[src/stbuf_pkg.sv]
/*
 * store buffer shared definitions
 * address, line, word and strobe types, line data union, size constants
 */
`default_nettype none

package stbuf_pkg;

  // ------------------------------------------------
  // sizes
  // ------------------------------------------------
  localparam int ADDR_W     = 16;
  localparam int LINE_BYTES = 8;
  localparam int LINE_OFS_W = 3;
  localparam int WORD_BYTES = 4;
  localparam int LINE_WORDS = LINE_BYTES / WORD_BYTES;

  // ------------------------------------------------
  // basic types
  // ------------------------------------------------
  typedef logic [ADDR_W-1:0]            addr_t;
  typedef logic [ADDR_W-LINE_OFS_W-1:0] line_addr_t;
  typedef logic [8*WORD_BYTES-1:0]      word_t;
  typedef logic [WORD_BYTES-1:0]        strb_t;
  typedef logic [LINE_BYTES-1:0]        line_be_t;

  // one 64-bit line, seen as bytes or as words
  typedef union packed {
    logic [LINE_BYTES-1:0][7:0]               bytes;
    logic [LINE_WORDS-1:0][8*WORD_BYTES-1:0]  words;
  } line_data_u;

endpackage : stbuf_pkg

`default_nettype wire

[src/stbuf_alloc.sv]
/*
 * commit side store receiver
 * four-phase handshake, merge search, allocation and input pointer
 */
`timescale 1ns/10ps
`default_nettype none

module stbuf_alloc #(
  parameter int ENTRIES = 4
) (
  input  wire logic                   i_clk,
  input  wire logic                   i_reset_n,
  input  wire logic                   i_st_req,
  input  wire stbuf_pkg::addr_t       i_st_addr,
  input  wire stbuf_pkg::word_t       i_st_data,
  input  wire stbuf_pkg::strb_t       i_st_strb,
  output logic                        o_st_ack,
  input  wire logic [ENTRIES-1:0]     i_valid,
  input  wire logic [ENTRIES-1:0]     i_draining,
  input  wire stbuf_pkg::line_addr_t  i_line_addr [ENTRIES],
  output logic [ENTRIES-1:0]          o_load,
  output logic [ENTRIES-1:0]          o_merge,
  output stbuf_pkg::line_addr_t       o_line_addr,
  output stbuf_pkg::line_data_u       o_line_word,
  output stbuf_pkg::line_be_t         o_line_be
);
  import stbuf_pkg::*;

  localparam int PTR_W = (ENTRIES > 1) ? $clog2(ENTRIES) : 1;

  logic [PTR_W-1:0]   r_in_ptr;
  logic [ENTRIES-1:0] w_hit;
  logic               w_pending;
  logic               w_can_alloc;
  logic               w_alloc;
  logic               w_take;

  // ------------------------------------------------
  // merge search and take decision
  // ------------------------------------------------
  assign o_line_addr = i_st_addr[ADDR_W-1:LINE_OFS_W];

  always_comb begin
    for (int e = 0; e < ENTRIES; e++) begin
      w_hit[e] = i_valid[e] & ~i_draining[e] & (i_line_addr[e] == o_line_addr);
    end
  end

  // request seen but not yet acked
  assign w_pending   = i_st_req & ~o_st_ack;
  assign w_can_alloc = ~i_valid[r_in_ptr];
  assign w_alloc     = w_pending & ~(|w_hit) & w_can_alloc;
  assign w_take      = w_pending & ((|w_hit) | w_can_alloc);

  always_comb begin
    for (int e = 0; e < ENTRIES; e++) begin
      o_merge[e] = w_pending & w_hit[e];
      o_load[e]  = w_alloc & (r_in_ptr == PTR_W'(e));
    end
  end

  // word placed into its half of the line
  always_comb begin
    o_line_word = '0;
    o_line_word.words[i_st_addr[LINE_OFS_W-1]] = i_st_data;
    o_line_be = i_st_addr[LINE_OFS_W-1] ? {i_st_strb, 4'b0000} : {4'b0000, i_st_strb};
  end

  // ------------------------------------------------
  // ack and input pointer
  // ------------------------------------------------
  always_ff @(posedge i_clk, negedge i_reset_n) begin
    if (!i_reset_n) begin
      o_st_ack <= 1'b0;
      r_in_ptr <= '0;
    end else begin
      if (w_take) begin
        o_st_ack <= 1'b1;
      end else if (!i_st_req) begin
        o_st_ack <= 1'b0;
      end
      if (w_alloc) begin
        r_in_ptr <= (r_in_ptr == PTR_W'(ENTRIES-1)) ? '0 : r_in_ptr + 1'b1;
      end
    end
  end

endmodule : stbuf_alloc

`default_nettype wire

[src/stbuf_entry.sv]
/*
 * single store buffer entry
 * line address, byte merge, draining state and free
 */
`timescale 1ns/10ps
`default_nettype none

module stbuf_entry (
  input  wire logic                   i_clk,
  input  wire logic                   i_reset_n,
  input  wire logic                   i_load,
  input  wire logic                   i_merge,
  input  wire stbuf_pkg::line_addr_t  i_line_addr,
  input  wire stbuf_pkg::line_data_u  i_line_word,
  input  wire stbuf_pkg::line_be_t    i_line_be,
  input  wire logic                   i_start_drain,
  input  wire logic                   i_free,
  output logic                        o_valid,
  output logic                        o_draining,
  output stbuf_pkg::line_addr_t       o_line_addr,
  output stbuf_pkg::line_data_u       o_data,
  output stbuf_pkg::line_be_t         o_be
);
  import stbuf_pkg::*;

  logic r_draining;

  // ------------------------------------------------
  // control state
  // ------------------------------------------------
  always_ff @(posedge i_clk, negedge i_reset_n) begin
    if (!i_reset_n) begin
      o_valid    <= 1'b0;
      r_draining <= 1'b0;
    end else begin
      if (i_free) begin
        o_valid    <= 1'b0;
        r_draining <= 1'b0;
      end else begin
        if (i_load) begin
          o_valid <= 1'b1;
        end
        if (i_start_drain) begin
          r_draining <= 1'b1;
        end
      end
    end
  end

  // visible as draining already in the start cycle, so no merge slips in
  assign o_draining = r_draining | i_start_drain;

  // ------------------------------------------------
  // line payload
  // ------------------------------------------------
  always_ff @(posedge i_clk) begin
    if (i_load) begin
      o_line_addr <= i_line_addr;
      o_data      <= i_line_word;
      o_be        <= i_line_be;
    end else if (i_merge) begin
      for (int b = 0; b < LINE_BYTES; b++) begin
        if (i_line_be[b]) begin
          o_data.bytes[b] <= i_line_word.bytes[b];
        end
      end
      o_be <= o_be | i_line_be;
    end
  end

endmodule : stbuf_entry

`default_nettype wire

[src/stbuf_drain.sv]
/*
 * in-order drain controller
 * output pointer and four-phase memory write master
 */
`timescale 1ns/10ps
`default_nettype none

module stbuf_drain #(
  parameter int ENTRIES = 4
) (
  input  wire logic                   i_clk,
  input  wire logic                   i_reset_n,
  input  wire logic [ENTRIES-1:0]     i_valid,
  input  wire stbuf_pkg::line_addr_t  i_line_addr [ENTRIES],
  input  wire stbuf_pkg::line_data_u  i_data [ENTRIES],
  input  wire stbuf_pkg::line_be_t    i_be [ENTRIES],
  output logic [ENTRIES-1:0]          o_start_drain,
  output logic [ENTRIES-1:0]          o_free,
  output logic                        o_mem_req,
  output stbuf_pkg::line_addr_t       o_mem_addr,
  output stbuf_pkg::line_data_u       o_mem_data,
  output stbuf_pkg::line_be_t         o_mem_be,
  input  wire logic                   i_mem_ack
);
  import stbuf_pkg::*;

  localparam int PTR_W = (ENTRIES > 1) ? $clog2(ENTRIES) : 1;

  localparam logic [1:0] ST_IDLE     = 2'd0;
  localparam logic [1:0] ST_REQ      = 2'd1;
  localparam logic [1:0] ST_WAIT_LOW = 2'd2;

  logic [1:0]       r_state;
  logic [PTR_W-1:0] r_out_ptr;
  logic             w_start;
  logic             w_done;

  // ------------------------------------------------
  // handshake FSM
  // ------------------------------------------------
  assign w_start   = (r_state == ST_IDLE) & i_valid[r_out_ptr];
  // ack seen low again, write is complete
  assign w_done    = (r_state == ST_WAIT_LOW) & ~i_mem_ack;
  assign o_mem_req = (r_state == ST_REQ);

  always_ff @(posedge i_clk, negedge i_reset_n) begin
    if (!i_reset_n) begin
      r_state   <= ST_IDLE;
      r_out_ptr <= '0;
    end else begin
      case (r_state)
        ST_IDLE: begin
          if (w_start) begin
            r_state <= ST_REQ;
          end
        end
        ST_REQ: begin
          if (i_mem_ack) begin
            r_state <= ST_WAIT_LOW;
          end
        end
        ST_WAIT_LOW: begin
          if (w_done) begin
            r_state   <= ST_IDLE;
            r_out_ptr <= (r_out_ptr == PTR_W'(ENTRIES-1)) ? '0 : r_out_ptr + 1'b1;
          end
        end
        default: r_state <= ST_IDLE;
      endcase
    end
  end

  always_comb begin
    for (int e = 0; e < ENTRIES; e++) begin
      o_start_drain[e] = w_start & (r_out_ptr == PTR_W'(e));
      o_free[e]        = w_done & (r_out_ptr == PTR_W'(e));
    end
  end

  // ------------------------------------------------
  // memory payload, held until the next start
  // ------------------------------------------------
  always_ff @(posedge i_clk) begin
    if (w_start) begin
      o_mem_addr <= i_line_addr[r_out_ptr];
      o_mem_data <= i_data[r_out_ptr];
      o_mem_be   <= i_be[r_out_ptr];
    end
  end

endmodule : stbuf_drain

`default_nettype wire

[src/stbuf_fwd.sv]
/*
 * store-to-load forwarding selector
 * youngest matching entry, word and byte valids for one load
 */
`timescale 1ns/10ps
`default_nettype none

module stbuf_fwd #(
  parameter int ENTRIES = 4
) (
  input  wire stbuf_pkg::addr_t       i_ld_addr,
  input  wire logic [ENTRIES-1:0]     i_valid,
  input  wire logic [ENTRIES-1:0]     i_draining,
  input  wire stbuf_pkg::line_addr_t  i_line_addr [ENTRIES],
  input  wire stbuf_pkg::line_data_u  i_data [ENTRIES],
  input  wire stbuf_pkg::line_be_t    i_be [ENTRIES],
  output logic                        o_ld_fwd_valid,
  output stbuf_pkg::word_t            o_ld_fwd_data,
  output stbuf_pkg::strb_t            o_ld_fwd_strb
);
  import stbuf_pkg::*;

  logic [ENTRIES-1:0] w_match;
  logic [ENTRIES-1:0] w_young;
  logic [ENTRIES-1:0] w_sel;
  line_data_u         w_data;
  line_be_t           w_be;
  logic               w_upper;

  always_comb begin
    for (int e = 0; e < ENTRIES; e++) begin
      w_match[e] = i_valid[e] & (i_line_addr[e] == i_ld_addr[ADDR_W-1:LINE_OFS_W]);
    end
  end

  // non-draining entry is the younger one
  assign w_young = w_match & ~i_draining;
  assign w_sel   = (|w_young) ? w_young : w_match;

  // one-hot OR select
  always_comb begin
    w_data = '0;
    w_be   = '0;
    for (int e = 0; e < ENTRIES; e++) begin
      if (w_sel[e]) begin
        w_data = w_data | i_data[e];
        w_be   = w_be | i_be[e];
      end
    end
  end

  assign w_upper        = i_ld_addr[LINE_OFS_W-1];
  assign o_ld_fwd_data  = w_data.words[w_upper];
  assign o_ld_fwd_strb  = w_upper ? w_be[7:4] : w_be[3:0];
  assign o_ld_fwd_valid = |o_ld_fwd_strb;

endmodule : stbuf_fwd

`default_nettype wire

[src/stbuf_top.sv]
/*
 * store buffer top level
 * allocator, entry array, drain controller and forwarding selector
 */
`timescale 1ns/10ps
`default_nettype none

module stbuf_top #(
  parameter int ENTRIES = 4
) (
  input  wire logic                   i_clk,
  input  wire logic                   i_reset_n,
  input  wire logic                   i_st_req,
  input  wire stbuf_pkg::addr_t       i_st_addr,
  input  wire stbuf_pkg::word_t       i_st_data,
  input  wire stbuf_pkg::strb_t       i_st_strb,
  output logic                        o_st_ack,
  output logic                        o_mem_req,
  output stbuf_pkg::line_addr_t       o_mem_addr,
  output stbuf_pkg::line_data_u       o_mem_data,
  output stbuf_pkg::line_be_t         o_mem_be,
  input  wire logic                   i_mem_ack,
  input  wire stbuf_pkg::addr_t       i_ld_addr,
  output logic                        o_ld_fwd_valid,
  output stbuf_pkg::word_t            o_ld_fwd_data,
  output stbuf_pkg::strb_t            o_ld_fwd_strb
);
  import stbuf_pkg::*;

  logic [ENTRIES-1:0] w_load;
  logic [ENTRIES-1:0] w_merge;
  logic [ENTRIES-1:0] w_start_drain;
  logic [ENTRIES-1:0] w_free;
  logic [ENTRIES-1:0] w_valid;
  logic [ENTRIES-1:0] w_draining;
  line_addr_t         w_in_line_addr;
  line_data_u         w_in_line_word;
  line_be_t           w_in_line_be;
  line_addr_t         w_ent_line_addr [ENTRIES];
  line_data_u         w_ent_data [ENTRIES];
  line_be_t           w_ent_be [ENTRIES];

  stbuf_alloc #(.ENTRIES(ENTRIES)) u_alloc (
    .i_clk       (i_clk),
    .i_reset_n   (i_reset_n),
    .i_st_req    (i_st_req),
    .i_st_addr   (i_st_addr),
    .i_st_data   (i_st_data),
    .i_st_strb   (i_st_strb),
    .o_st_ack    (o_st_ack),
    .i_valid     (w_valid),
    .i_draining  (w_draining),
    .i_line_addr (w_ent_line_addr),
    .o_load      (w_load),
    .o_merge     (w_merge),
    .o_line_addr (w_in_line_addr),
    .o_line_word (w_in_line_word),
    .o_line_be   (w_in_line_be)
  );

  // ------------------------------------------------
  // entry array
  // ------------------------------------------------
  for (genvar e = 0; e < ENTRIES; e++) begin : g_entry
    stbuf_entry u_entry (
      .i_clk         (i_clk),
      .i_reset_n     (i_reset_n),
      .i_load        (w_load[e]),
      .i_merge       (w_merge[e]),
      .i_line_addr   (w_in_line_addr),
      .i_line_word   (w_in_line_word),
      .i_line_be     (w_in_line_be),
      .i_start_drain (w_start_drain[e]),
      .i_free        (w_free[e]),
      .o_valid       (w_valid[e]),
      .o_draining    (w_draining[e]),
      .o_line_addr   (w_ent_line_addr[e]),
      .o_data        (w_ent_data[e]),
      .o_be          (w_ent_be[e])
    );
  end

  stbuf_drain #(.ENTRIES(ENTRIES)) u_drain (
    .i_clk         (i_clk),
    .i_reset_n     (i_reset_n),
    .i_valid       (w_valid),
    .i_line_addr   (w_ent_line_addr),
    .i_data        (w_ent_data),
    .i_be          (w_ent_be),
    .o_start_drain (w_start_drain),
    .o_free        (w_free),
    .o_mem_req     (o_mem_req),
    .o_mem_addr    (o_mem_addr),
    .o_mem_data    (o_mem_data),
    .o_mem_be      (o_mem_be),
    .i_mem_ack     (i_mem_ack)
  );

  stbuf_fwd #(.ENTRIES(ENTRIES)) u_fwd (
    .i_ld_addr      (i_ld_addr),
    .i_valid        (w_valid),
    .i_draining     (w_draining),
    .i_line_addr    (w_ent_line_addr),
    .i_data         (w_ent_data),
    .i_be           (w_ent_be),
    .o_ld_fwd_valid (o_ld_fwd_valid),
    .o_ld_fwd_data  (o_ld_fwd_data),
    .o_ld_fwd_strb  (o_ld_fwd_strb)
  );

endmodule : stbuf_top

`default_nettype wire

[config.mk]
export PLATFORM = sky130hd
export DESIGN_NAME = stbuf_top
export DESIGN_NICKNAME = d
export VERILOG_FILES = /design/src/stbuf_pkg.sv /design/src/stbuf_alloc.sv /design/src/stbuf_entry.sv /design/src/stbuf_drain.sv /design/src/stbuf_fwd.sv /design/src/stbuf_top.sv
export SDC_FILE = /design/constraint.sdc
export NUM_CORES = 1
export LEC_CHECK = 0
export BUFFER_PORTS_ARGS = -buffer_cell sky130_fd_sc_hd__buf_2
export CORE_UTILIZATION = 30
export CTS_BUF_LIST = sky130_fd_sc_hd__clkbuf_8
export CTS_CLUSTER_SIZE = 12
export DETAILED_ROUTE_END_ITERATION = 16
export PLACE_DENSITY = 0.51
export SLEW_MARGIN = 20
export SYNTH_ARGS = -nofsm -noshare
export SYNTH_HDL_FRONTEND = slang
export SYNTH_HIERARCHICAL = 1
export SYNTH_SLANG_ARGS = --single-unit
[constraint.sdc]
create_clock -name i_clk -period 6.2 [get_ports i_clk]
set_input_delay 1.24 -clock i_clk [delete_from_list [all_inputs] [get_ports i_clk]]
set_output_delay 1.24 -clock i_clk [all_outputs]
set_load 0.01 [all_outputs]
### Yosys cells after proc, flatten, opt, wreduce, memory -nomap -nowiden

Cells that the tools add are included.

| storage, ports and cells | value |
|---|---|
| memory bits (read-only) | 0 |
| memories | 0 |
| input bits | 72 |
| bits in writable memories | 0 |
| word-level logic and storage cells | 305 |
| latch bits | 0 |
| output and inout bits | 124 |
| register bits | 440 |

| cells by class | value |
|---|---|
| muxes and demuxes | 76 |
| $mul | 0 |
| div/mod/pow operators | 0 |
| reduce and logical (&&, ||, !) cells | 85 |
| $lt $le $gt $ge | 6 |
| eq/ne operators | 20 |
| bitwise operators | 61 |
| shift operators | 0 |
| $add $sub $neg | 2 |

Operator list:

| kind | count |
|---|---|
| $mux W64 | 14 |
| $or A64 B64 Y64 | 3 |
| $mux W8 | 23 |
| $bmux W64 S2 | 1 |
| $eq A13 B13 Y1 | 8 |
| $mux W32 | 3 |
| $reduce_bool A2 Y1 | 44 |
| $reduce_and A2 Y1 | 33 |
| $and A64 B64 Y64 | 1 |
| $or A8 B8 Y8 | 7 |
| $and A1 B1 Y1 | 34 |
| $demux W32 S1 | 1 |
| $bmux W13 S2 | 1 |
| $mux W13 | 2 |
| $mux W1 | 20 |
| $bmux W8 S2 | 1 |
| $reduce_or A4 Y1 | 3 |
| $eq A2 B2 Y1 const B | 5 |
| $mux W2 | 5 |
| $mux W4 | 2 |
| $ne A2 B1 Y1 const B | 4 |
| $not A1 Y1 | 8 |
| $eq A2 B1 Y1 const B | 3 |
| $logic_not A2 Y1 | 3 |
| 13 further kinds | 21 |

### Longest topological paths before layout

Gate-level depths: netlist of the first run.

| logic depth | value |
|---|---|
| depth after elaboration | 18 |
| gate-level depth with buffers | 15 |
| mapped depth without buffers | 11 |

### By module

Netlist of the first run, hierarchy kept.

By module, submodules not included:

| module | seq. area each (µm²) | times used | area an instance (µm²) | cells each |
|---|---|---|---|---|
| stbuf_entry | 2602.5 | 4 | 2776.4 | 119 |
| stbuf_drain | 2652.5 | 1 | 4906.0 | 222 |
| stbuf_fwd | 0.0 | 1 | 2555.0 | 351 |
| stbuf_alloc | 75.1 | 1 | 1451.4 | 190 |

### Least setup slack after synthesis of the first run

No wires, ideal clock.

| timing | value |
|---|---|
| path kind | register to output |
| from | register u_drain.r_out_ptr[1] |
| to | output o_ld_fwd_data[21] |
| arrival time | 5.396 ns |
| cell stages (with the launch flop) | 13 |
| required time | 4.960 ns |
| path slack | -0.436 ns |
| path through | dfrtp_1 -> buf_2 -> or3b_1 -> o22ai_2 -> and2_1 -> or2_1 -> and3b_1 -> o41ai_2 -> buf_2 -> buf_4 -> buf_2 -> a22oi_1 -> a31oi_1 |

| between the ends | value |
|---|---|
| cells in the longest elaborated chain, start to end | 18 |

RTL lines:

| item | line | RTL |
|---|---|---|
| start, declared | stbuf_drain.sv:34 | `logic [PTR_W-1:0] r_out_ptr;` |
| start signal, assigned | stbuf_drain.sv:65 | `r_out_ptr <= (r_out_ptr == PTR_W'(ENTRIES-1)) ? '0 : r_out_ptr + 1'b1;` |
| $bmux W1 S2 * | stbuf_drain.sv:41 | `assign w_start = (r_state == ST_IDLE) & i_valid[r_out_ptr];` |
| $mux W1 (implied by the code) * | stbuf_drain.sv:41 |  |
| $and A1 B1 Y1 * | stbuf_drain.sv:41 |  |
| via u_drain.w_start | stbuf_drain.sv:35 | `logic w_start;` |
| $and A1 B1 Y1 * | stbuf_drain.sv:75 | `o_start_drain[e] = w_start & (r_out_ptr == PTR_W'(e));` |
| via w_start_drain[1] | stbuf_top.sv:32 | `logic [ENTRIES-1:0] w_start_drain;` |
| $or A1 B1 Y1 * | stbuf_entry.sv:51 | `assign o_draining = r_draining \| i_start_drain;` |
| via w_draining[1] | stbuf_top.sv:35 | `logic [ENTRIES-1:0] w_draining;` |
| (+4 left out) | - |  |
| $mux W64 | stbuf_fwd.sv:45 | `if (w_sel[e]) begin` |
| $or A64 B64 Y64 | stbuf_fwd.sv:46 | `w_data = w_data \| i_data[e];` |
| $mux W64 | stbuf_fwd.sv:45 |  |
| $or A64 B64 Y64 | stbuf_fwd.sv:46 |  |
| $mux W64 | stbuf_fwd.sv:45 |  |
| $or A64 B64 Y64 | stbuf_fwd.sv:46 |  |
| $mux W64 * | stbuf_fwd.sv:45 |  |
| $mux W32 (implied by the code) * (2 in a row) | stbuf_fwd.sv:53 | `assign o_ld_fwd_data = w_data.words[w_upper];` |
| end, declared | stbuf_top.sv:25 | `output stbuf_pkg::word_t o_ld_fwd_data,` |

The timed path passes the listed nets; every way through them passes the cells marked *. The select of a mux whose other input is x is not followed.

### Worst setup path after layout of the first run

| timing | value |
|---|---|
| from | register u_drain.r_out_ptr[1] |
| to | output o_ld_fwd_data[3] |

Same word-level chain as after synthesis.

==> results_dict.tcl, run 1 <==
set metrics [dict create \
    status "finished, final reports clean" \
    yosys_most_used_dff "edfxtp_1" \
    routed_wl_um 57400 \
    rr_worst_depth 12 \
    synthSimpleGateAreaFrac 0.0743 \
    synth_edf_count 425 \
    routed_via_density 5.16 \
    netlist.area_leader.share 0.638 \
    leakage_nw 8.12 \
    drt_pass1_iterations 7 \
    r2r-end "g_entry[0].u_entry/o_data[50]$_DFFE_PP_" \
    maxCapViolCount 0 \
    die_w_um 260 \
    h-tree-depth 3 \
    synth_top_cell_by_area "edfxtp_1" \
    cts-root-buf "clkbuf_8" \
    fin_crit_sh 0.964 \
    slew_violations 0 \
    synth.net_count 1319 \
    min_path_type "in -> async" \
    worst_ir_drop_vdd_uv 221 \
    nFillCells 6394 \
    postCtsResizedCells 0 \
    final_nets 1523 \
    worstPathMaxFanout 32 \
    reg2reg_slack_ns 1.74 \
    dp_cells 2225 \
    synth_common_cells "edfxtp_1, mux4_2, a22o_1" \
    clock_path_buffers 3 \
    crit_chain "or3_1 > o22ai_4 > and2_1 > or2_1 > and3b_1 > o41ai_4 > buf_12 > a22o_1 > nor3_1 > a31oi_1 > buf_2" \
    synth_xor_area_frac 0.0394 \
    place_worst_setup_slack_ns 0.386 \
    die_h_um 260 \
    fin_ws_ns 0.223 \
    yosys_warnings 6 \
    slew_headroom 0.138 \
    antenna_cells 0 \
    max_stage_delay_ns 0.99 \
    slowest_stage "o41ai_4" \
    drc 0 \
    antenna_found_initial 7 \
    cts_tree "built" \
    rows 94 \
    ys_top_cells_by_area "edfxtp_1, mux4_2, a22o_1" \
    syn-mean-instance-area_um2 16.2 \
    synthAdderAreaFrac 0.00500 \
    cts-buffers-inserted 80 \
    ys_seq_area_frac 0.656 \
    synth_area_mm2 0.0200 \
    port_buffers 191 \
    grt_pass1_wl_um 84300 \
    cts.sinks 440 \
    routed-via-count 12200 \
    ys_ff_latch 440 \
    insertion_delay_ns 0.66 \
    fin_skew_ns 0.0286 \
    synthMuxAreaShare 0.102 \
    floorplan.io_pins 196 \
    wire_per_inst_um 24.3 \
    synthCells 1239 \
    grt.overflow.total 0 \
    p_per_area_mw_per_mm2 419 \
    fp.dieArea_mm2 0.0678 \
    fin_cells 2359 \
    synth_most_common_cell "edfxtp_1" \
    worstReg2RegStart "u_drain/r_out_ptr[1]$_DFFE_PN0P_" \
    coreArea_mm2 0.0659 \
    drt_iter0_markers 940 \
    period_needed_ns 5.98 \
    drive_above_1_share 0.301 \
    synth_top_family_by_area "multiplexers" \
    hpwl_um 36200 \
    finalSetupTns_ns 0 \
    hold_viol_final 0 \
    area.growth.synth_to_final_pct 16.5 \
    gp_congestion 0.863 \
    initial_core_util 0.304 \
    grt_max_degree 56 \
    clk_pin_slew_worst_paths_ns 0.06 \
    cts_setup_buffers 0 \
    rsz0062_at_grt "true" \
    cpLargestDelayFamily "compound AO/OA/AOI/OAI gates" \
    cp.required_ns 4.96 \
    design_area_mm2 0.0233 \
    grt_use_total 0.170 \
    synth.distinct_cells 61 \
    setup_viol 0 \
    synthArstFlopShare 0.0341 \
    end_kind "primary output" \
    ant_nets 0 \
    grt_pass1_vias 12800 \
    worstMarginPinSlew_ns 1.29 \
    holdBufCountCts 0 \
    fmax_mhz 167 \
    critPathKind "reg -> out" \
    start_kind "register" \
    crit_buf_inv 2 \
    synth-compound-area-share 0.0929 \
    postPlaceCellArea_mm2 0.0218 \
    arrival_ns 4.74 \
]
state kept, by name, indices dropped and copies added (netlist names):
signal,flops
g_entry.u_entry/o_line_addr,52
u_drain/o_mem_data,64
u_drain/o_mem_be,8
g_entry.u_entry/o_be,32
u_alloc/o_st_ack,1
g_entry.u_entry/o_valid,4
u_drain/r_out_ptr,2
g_entry.u_entry/r_draining,4
g_entry.u_entry/o_data,256
u_drain/r_state,2
u_alloc/r_in_ptr,2
u_drain/o_mem_addr,13
kinds of logic (layout without fill, tap and decap cells):
logic type,Yosys count,count (layout)
AO/OA/AOI/OAI,229,229
XOR/XNOR,90,90
adder cells (fa/ha/maj),8,8
buffers and inverters,111,367
flip-flops,440,440
multiplexers,96,96
AND/OR/NAND/NOR,265,265
worst max path at each step:
| stage | startpoint | to | depth (start not counted) |
|---|---|---|---|
| after CTS | u_drain/r_out_ptr[1]$_DFFE_PN0P_ | o_ld_fwd_data[31] | 11 |
| after floorplan | u_drain/r_out_ptr[1]$_DFFE_PN0P_ | o_ld_fwd_data[21] | 12 |
| final | u_drain/r_out_ptr[1]$_DFFE_PN0P_ | o_ld_fwd_data[3] | 11 |
| after global placement | i_ld_addr[6] | o_ld_fwd_data[31] | 11 |
| after global routing | u_drain/r_out_ptr[1]$_DFFE_PN0P_ | o_ld_fwd_data[3] | 11 |
| after detailed placement | i_ld_addr[6] | o_ld_fwd_data[31] | 11 |
routing by layer:
metal  vias up  part of all wire  track usage
li1       5347                 -            -
met1      6209              0.41        0.213
met2       485              0.49        0.283
met3       112             0.074       0.0436
met4        14             0.025       0.0608
met5         -            0.0017            0
placed cells by master (no fill, tap or decap), types with 8 or more instances in the layout:
master and instances:
a21o_1 8, a21o_2 24, a221oi_1 9, a22o_1 72, a22oi_1 64, a31oi_1 32, and2_1 44, buf_2 191
buf_4 13, clkbuf_8 82, clkinv_1 19, dfrtp_1 13, edfxtp_1 425, ha_1 8, inv_1 33, mux4_2 86
nand2_1 68, nand4_1 9, nor2_1 17, nor2b_1 40, nor3_1 33, nor4_1 13, or2_1 8, xnor2_1 26
xor2_1 64
worst reg2reg max path: stages (launching register included):
cell and delay, ns:
dfrtp_4 0.42, buf_4 0.67, inv_1 0.17, ha_1 0.25, and2_1 0.13, or2_1 0.28
nor3b_1 0.29, nand4_1 0.24, nand4_2 0.22, nor3_4 0.08, and2_2 0.38, inv_2 0.41
nand2_1 0.51
report_power, final:
group	switching [mW]	internal (mW)
clock	1.23	1.43
sequential	0.311	4.20
combinational	1.56	1.02
total	3.11	6.65
through the flow:
step,utilization,power [mW],hold WS (ns)
detailed placement,0.331,7.23,0.523
finish,0.354,9.76,0.496
CTS,0.354,9.96,0.446
global placement,0.331,7.20,0.514
floorplan,-,6.16,0.504
global route,0.354,10.3,0.470
area by class of cell:
type	count	area, um2	share of cell area
inverter	23	86.3	0.00370
timing repair buffer	210	1170	0.0503
clock buffer	82	1130	0.0484
tap	864	1080	0.0464
sequential	440	13100	0.564
multi-input combinational	688	6330	0.271
clock inverter	52	373	0.0160
Note: power is estimated with default switching activity, not from simulation.
==> inputs of run 2 (changes only) <==
- ABC_AREA: not set -> 1
- PLACE_DENSITY: 0.51 -> 0.5
- RECOVER_POWER: not set -> 50
==> run 2 against run 1 <==
Against the previous run: the flow now finishes with violations (max-capacitance violations, max-slew violations); clock power down 7%; core utilization decreased by 0.91 points; total power is 0.60% lower; design area is 6.5% higher; count of clock-buffer cells in the layout down 7; sequential share of layout area down 3.4 points; setup slack better by 0.29 ns; critical path type unchanged; largest cell class unchanged.
==> results_dict.tcl, run 2 <==
set metrics [dict create \
    synth_most_common_cell "nand2_1" \
    grt.overflow.total 0 \
    routed_via_density 4.97 \
    postCtsResizedCells 0 \
    drc 0 \
    netlist.area_leader.share 0.580 \
    p_sw_mw 3.59 \
    grt_pass1_wl_um 111000 \
    coreArea_mm2 0.0720 \
    slew_violations 268 \
    crit_chain "inv_6 > nand2_1 > nand3_1 > nand3_1 > nor2_1 > nor2_1 > inv_1 > inv_1 > nand3_2 > nand2_2 > nor2_4 > nand2_2 > nand2_4 > buf_4 > nand2_1 > nand3_1 > a211oi_1 > nor2_1 > buf_2" \
    reg_top3 "g_entry.u_entry/o_data x256, u_drain/o_mem_data x64, g_entry.u_entry/o_line_addr x52" \
    final_common_cell "nand2_1" \
    area.growth.synth_to_final_pct 12.9 \
    setup_viol 0 \
    ys_ff_latch 440 \
    antenna_found_initial 6 \
    largest_reg_flops 256 \
    worstMarginPinSlew_ns 4.16 \
    synth_common_cells "nand2_1, edfxtp_1, nor2_1" \
    leakage_nw 10.0 \
    worstPathMaxFanout 34 \
    die_h_um 273 \
    critPathKind "reg -> out" \
    cts_tree "built" \
    yosys_most_used_dff "edfxtp_1" \
    slowest_stage "dfrtp_4" \
    max_stage_delay_ns 0.64 \
    finalSetupTns_ns 0 \
    cts-buffers-inserted 75 \
    final_nets 2636 \
    routed_wl_um 76100 \
    wire_per_inst_um 21.3 \
    slew_headroom -1.78 \
    synth_edf_count 425 \
    routed-via-count 17700 \
    cts.sinks 440 \
    hold_viol_final 0 \
    die_w_um 273 \
    fin_skew_ns 0.0416 \
    drt_pass1_iterations 6 \
    ys_top_cells_by_area "edfxtp_1, nand2_1, nor2_1" \
    postPlaceCellArea_mm2 0.0236 \
    ant_nets 0 \
    holdWs_ns 0.481 \
    synthArstFlopShare 0.0341 \
    insertion_delay_ns 0.68 \
    drt_iter0_markers 1525 \
    clock_path_buffers 3 \
    synthCells 2379 \
    p_int_mw 6.12 \
    rows 98 \
    ys_seq_area_frac 0.597 \
    cts_setup_buffers 0 \
    end_kind "primary output" \
    cp.required_ns 4.96 \
    hpwl_um 50200 \
    grt_pass1_vias 17400 \
    layout_common_cells "nand2_1, edfxtp_1, nor2_1" \
    design_area_mm2 0.0248 \
    combPwrFrac 0.282 \
    synth.net_count 2459 \
    initial_core_util 0.306 \
    sw_frac_of_total 0.370 \
    maxCapViolCount 5 \
    status "complete, but fails checks" \
    cpLargestDelayFamily "simple AND/OR/NAND/NOR gates" \
    min_path_type "reg -> reg" \
    fp.dieArea_mm2 0.0744 \
    yosys_warnings 6 \
    holdBufCountCts 0 \
    fin_crit_sh 0.917 \
    floorplan.io_pins 196 \
    drive_above_1_share 0.107 \
    reg2reg_slack_ns 0.72 \
    crit_buf_inv 5 \
    arrival_ns 4.44 \
    p_per_area_mw_per_mm2 391 \
    violations "max-capacitance violations, max-slew violations" \
    seqPwrFrac 0.462 \
    synth.distinct_cells 44 \
    period_needed_ns 5.68 \
    fmax_mhz 176 \
    clkPwrFrac 0.256 \
    syn-mean-instance-area_um2 9.25 \
    regMostFlops "g_entry.u_entry/o_data" \
    cts-root-buf "clkbuf_8" \
    grt_max_degree 87 \
    synth_top_cell_by_area "edfxtp_1" \
    worst_ir_drop_vdd_uv 273 \
    h-tree-depth 3 \
    gp_congestion 0.988 \
    start_kind "register" \
    clk_pin_slew_worst_paths_ns 0.05 \
    grt_use_total 0.202 \
    rsz0062_at_grt "false" \
    synth_area_mm2 0.0220 \
    port_buffers 191 \
]
run 2: changes by cell type in the layout (fill, tap and decap cells not counted), sizes merged, moves of 60 or more:
cell	delta
o21ai	+183
a22oi	-63
xor2	-60
nand2	+640
clkbuf	+98
a211oi	+64
a22o	-72
nor2	+350
nand3	+96
buf	-94
mux4	-86
inv	+215
o22ai	+82
run 2: through the flow:
stage / util / power [mW] / std cells / worst slack, ns
floorplan: - / 6.19 / 2379 / 2.20
global placement: 0.328 / 7.30 / 3429 / 1.08
detailed placement: 0.328 / 7.34 / 3429 / 1.11
CTS: 0.347 / 9.86 / 3559 / 0.543
global route: 0.345 / 10.2 / 3561 / 0.274
finish: 0.345 / 9.70 / 3563 / 0.516
run 2: path summary, 6_finish.rpt:
path | to | startpoint | depth (start not counted)
min in group asynchronous | g_entry[1].u_entry/o_valid$_DFFE_PN0P_ | i_reset_n | 1
min | g_entry[2].u_entry/r_draining$_DFFE_PN0P_ | g_entry[2].u_entry/r_draining$_DFFE_PN0P_ | 2
max | o_ld_fwd_data[23] | u_drain/r_out_ptr[0]$_DFFE_PN0P_ | 19
max reg2reg | u_drain/o_mem_data[4]$_DFFE_PP_ | u_drain/r_out_ptr[0]$_DFFE_PN0P_ | 4
min reg2reg | g_entry[2].u_entry/r_draining$_DFFE_PN0P_ | g_entry[2].u_entry/r_draining$_DFFE_PN0P_ | 2
max in group asynchronous | u_drain/r_out_ptr[0]$_DFFE_PN0P_ | i_reset_n | 1
run 2: worst reg2reg max path: stages, from the launching register on:
cell and delay (ns):
dfrtp_4 0.66, clkbuf_1 2.96, buf_4 1.01, o21ai_0 0.21, o22ai_1 0.40
run 2: kinds of logic (layout without fill, tap and decap cells):
family / after synthesis / count (layout) / share of synthesized area
flip-flops: 440 / 440 / 0.597
XOR/XNOR: 6 / 6 / 0.00239
other: 0 / 4 / 0
buffers and inverters: 365 / 595 / 0.0800
AO/OA/AOI/OAI: 342 / 342 / 0.0908
AND/OR/NAND/NOR: 1218 / 1218 / 0.225
adder cells (fa/ha/maj): 8 / 8 / 0.00455
run 2: metal layers:
metal | track usage | vias to the layer above | share of wire
met1 | 0.267 | 8590 | 0.44
li1 | - | 8311 | -
met5 | 0 | - | 0.00046
met4 | 0.0764 | 6 | 0.028
met3 | 0.0355 | 134 | 0.065
met2 | 0.329 | 671 | 0.47
run 2: power by group through the flow:
stage	clock network, mW	registers [mW]	logic, mW
2_1_floorplan	0	4.55	1.64
3_3_place_gp	0	4.51	2.79
3_5_place_dp	0	4.51	2.83
4_1_cts	2.56	4.46	2.84
5_1_grt	2.68	4.55	3.00
6_report	2.48	4.49	2.73
run 2: cell type report:
class / instances / area [um2]
well taps: 950 / 1190
inverters: 244 / 921
fillers: 7312 / 47100
multi-input cells: 1574 / 7110
flip-flops and latches: 440 / 13100
clock inverters: 55 / 347
clock buffers: 75 / 1030
repair buffers: 221 / 1080
diodes: 4 / 10.0
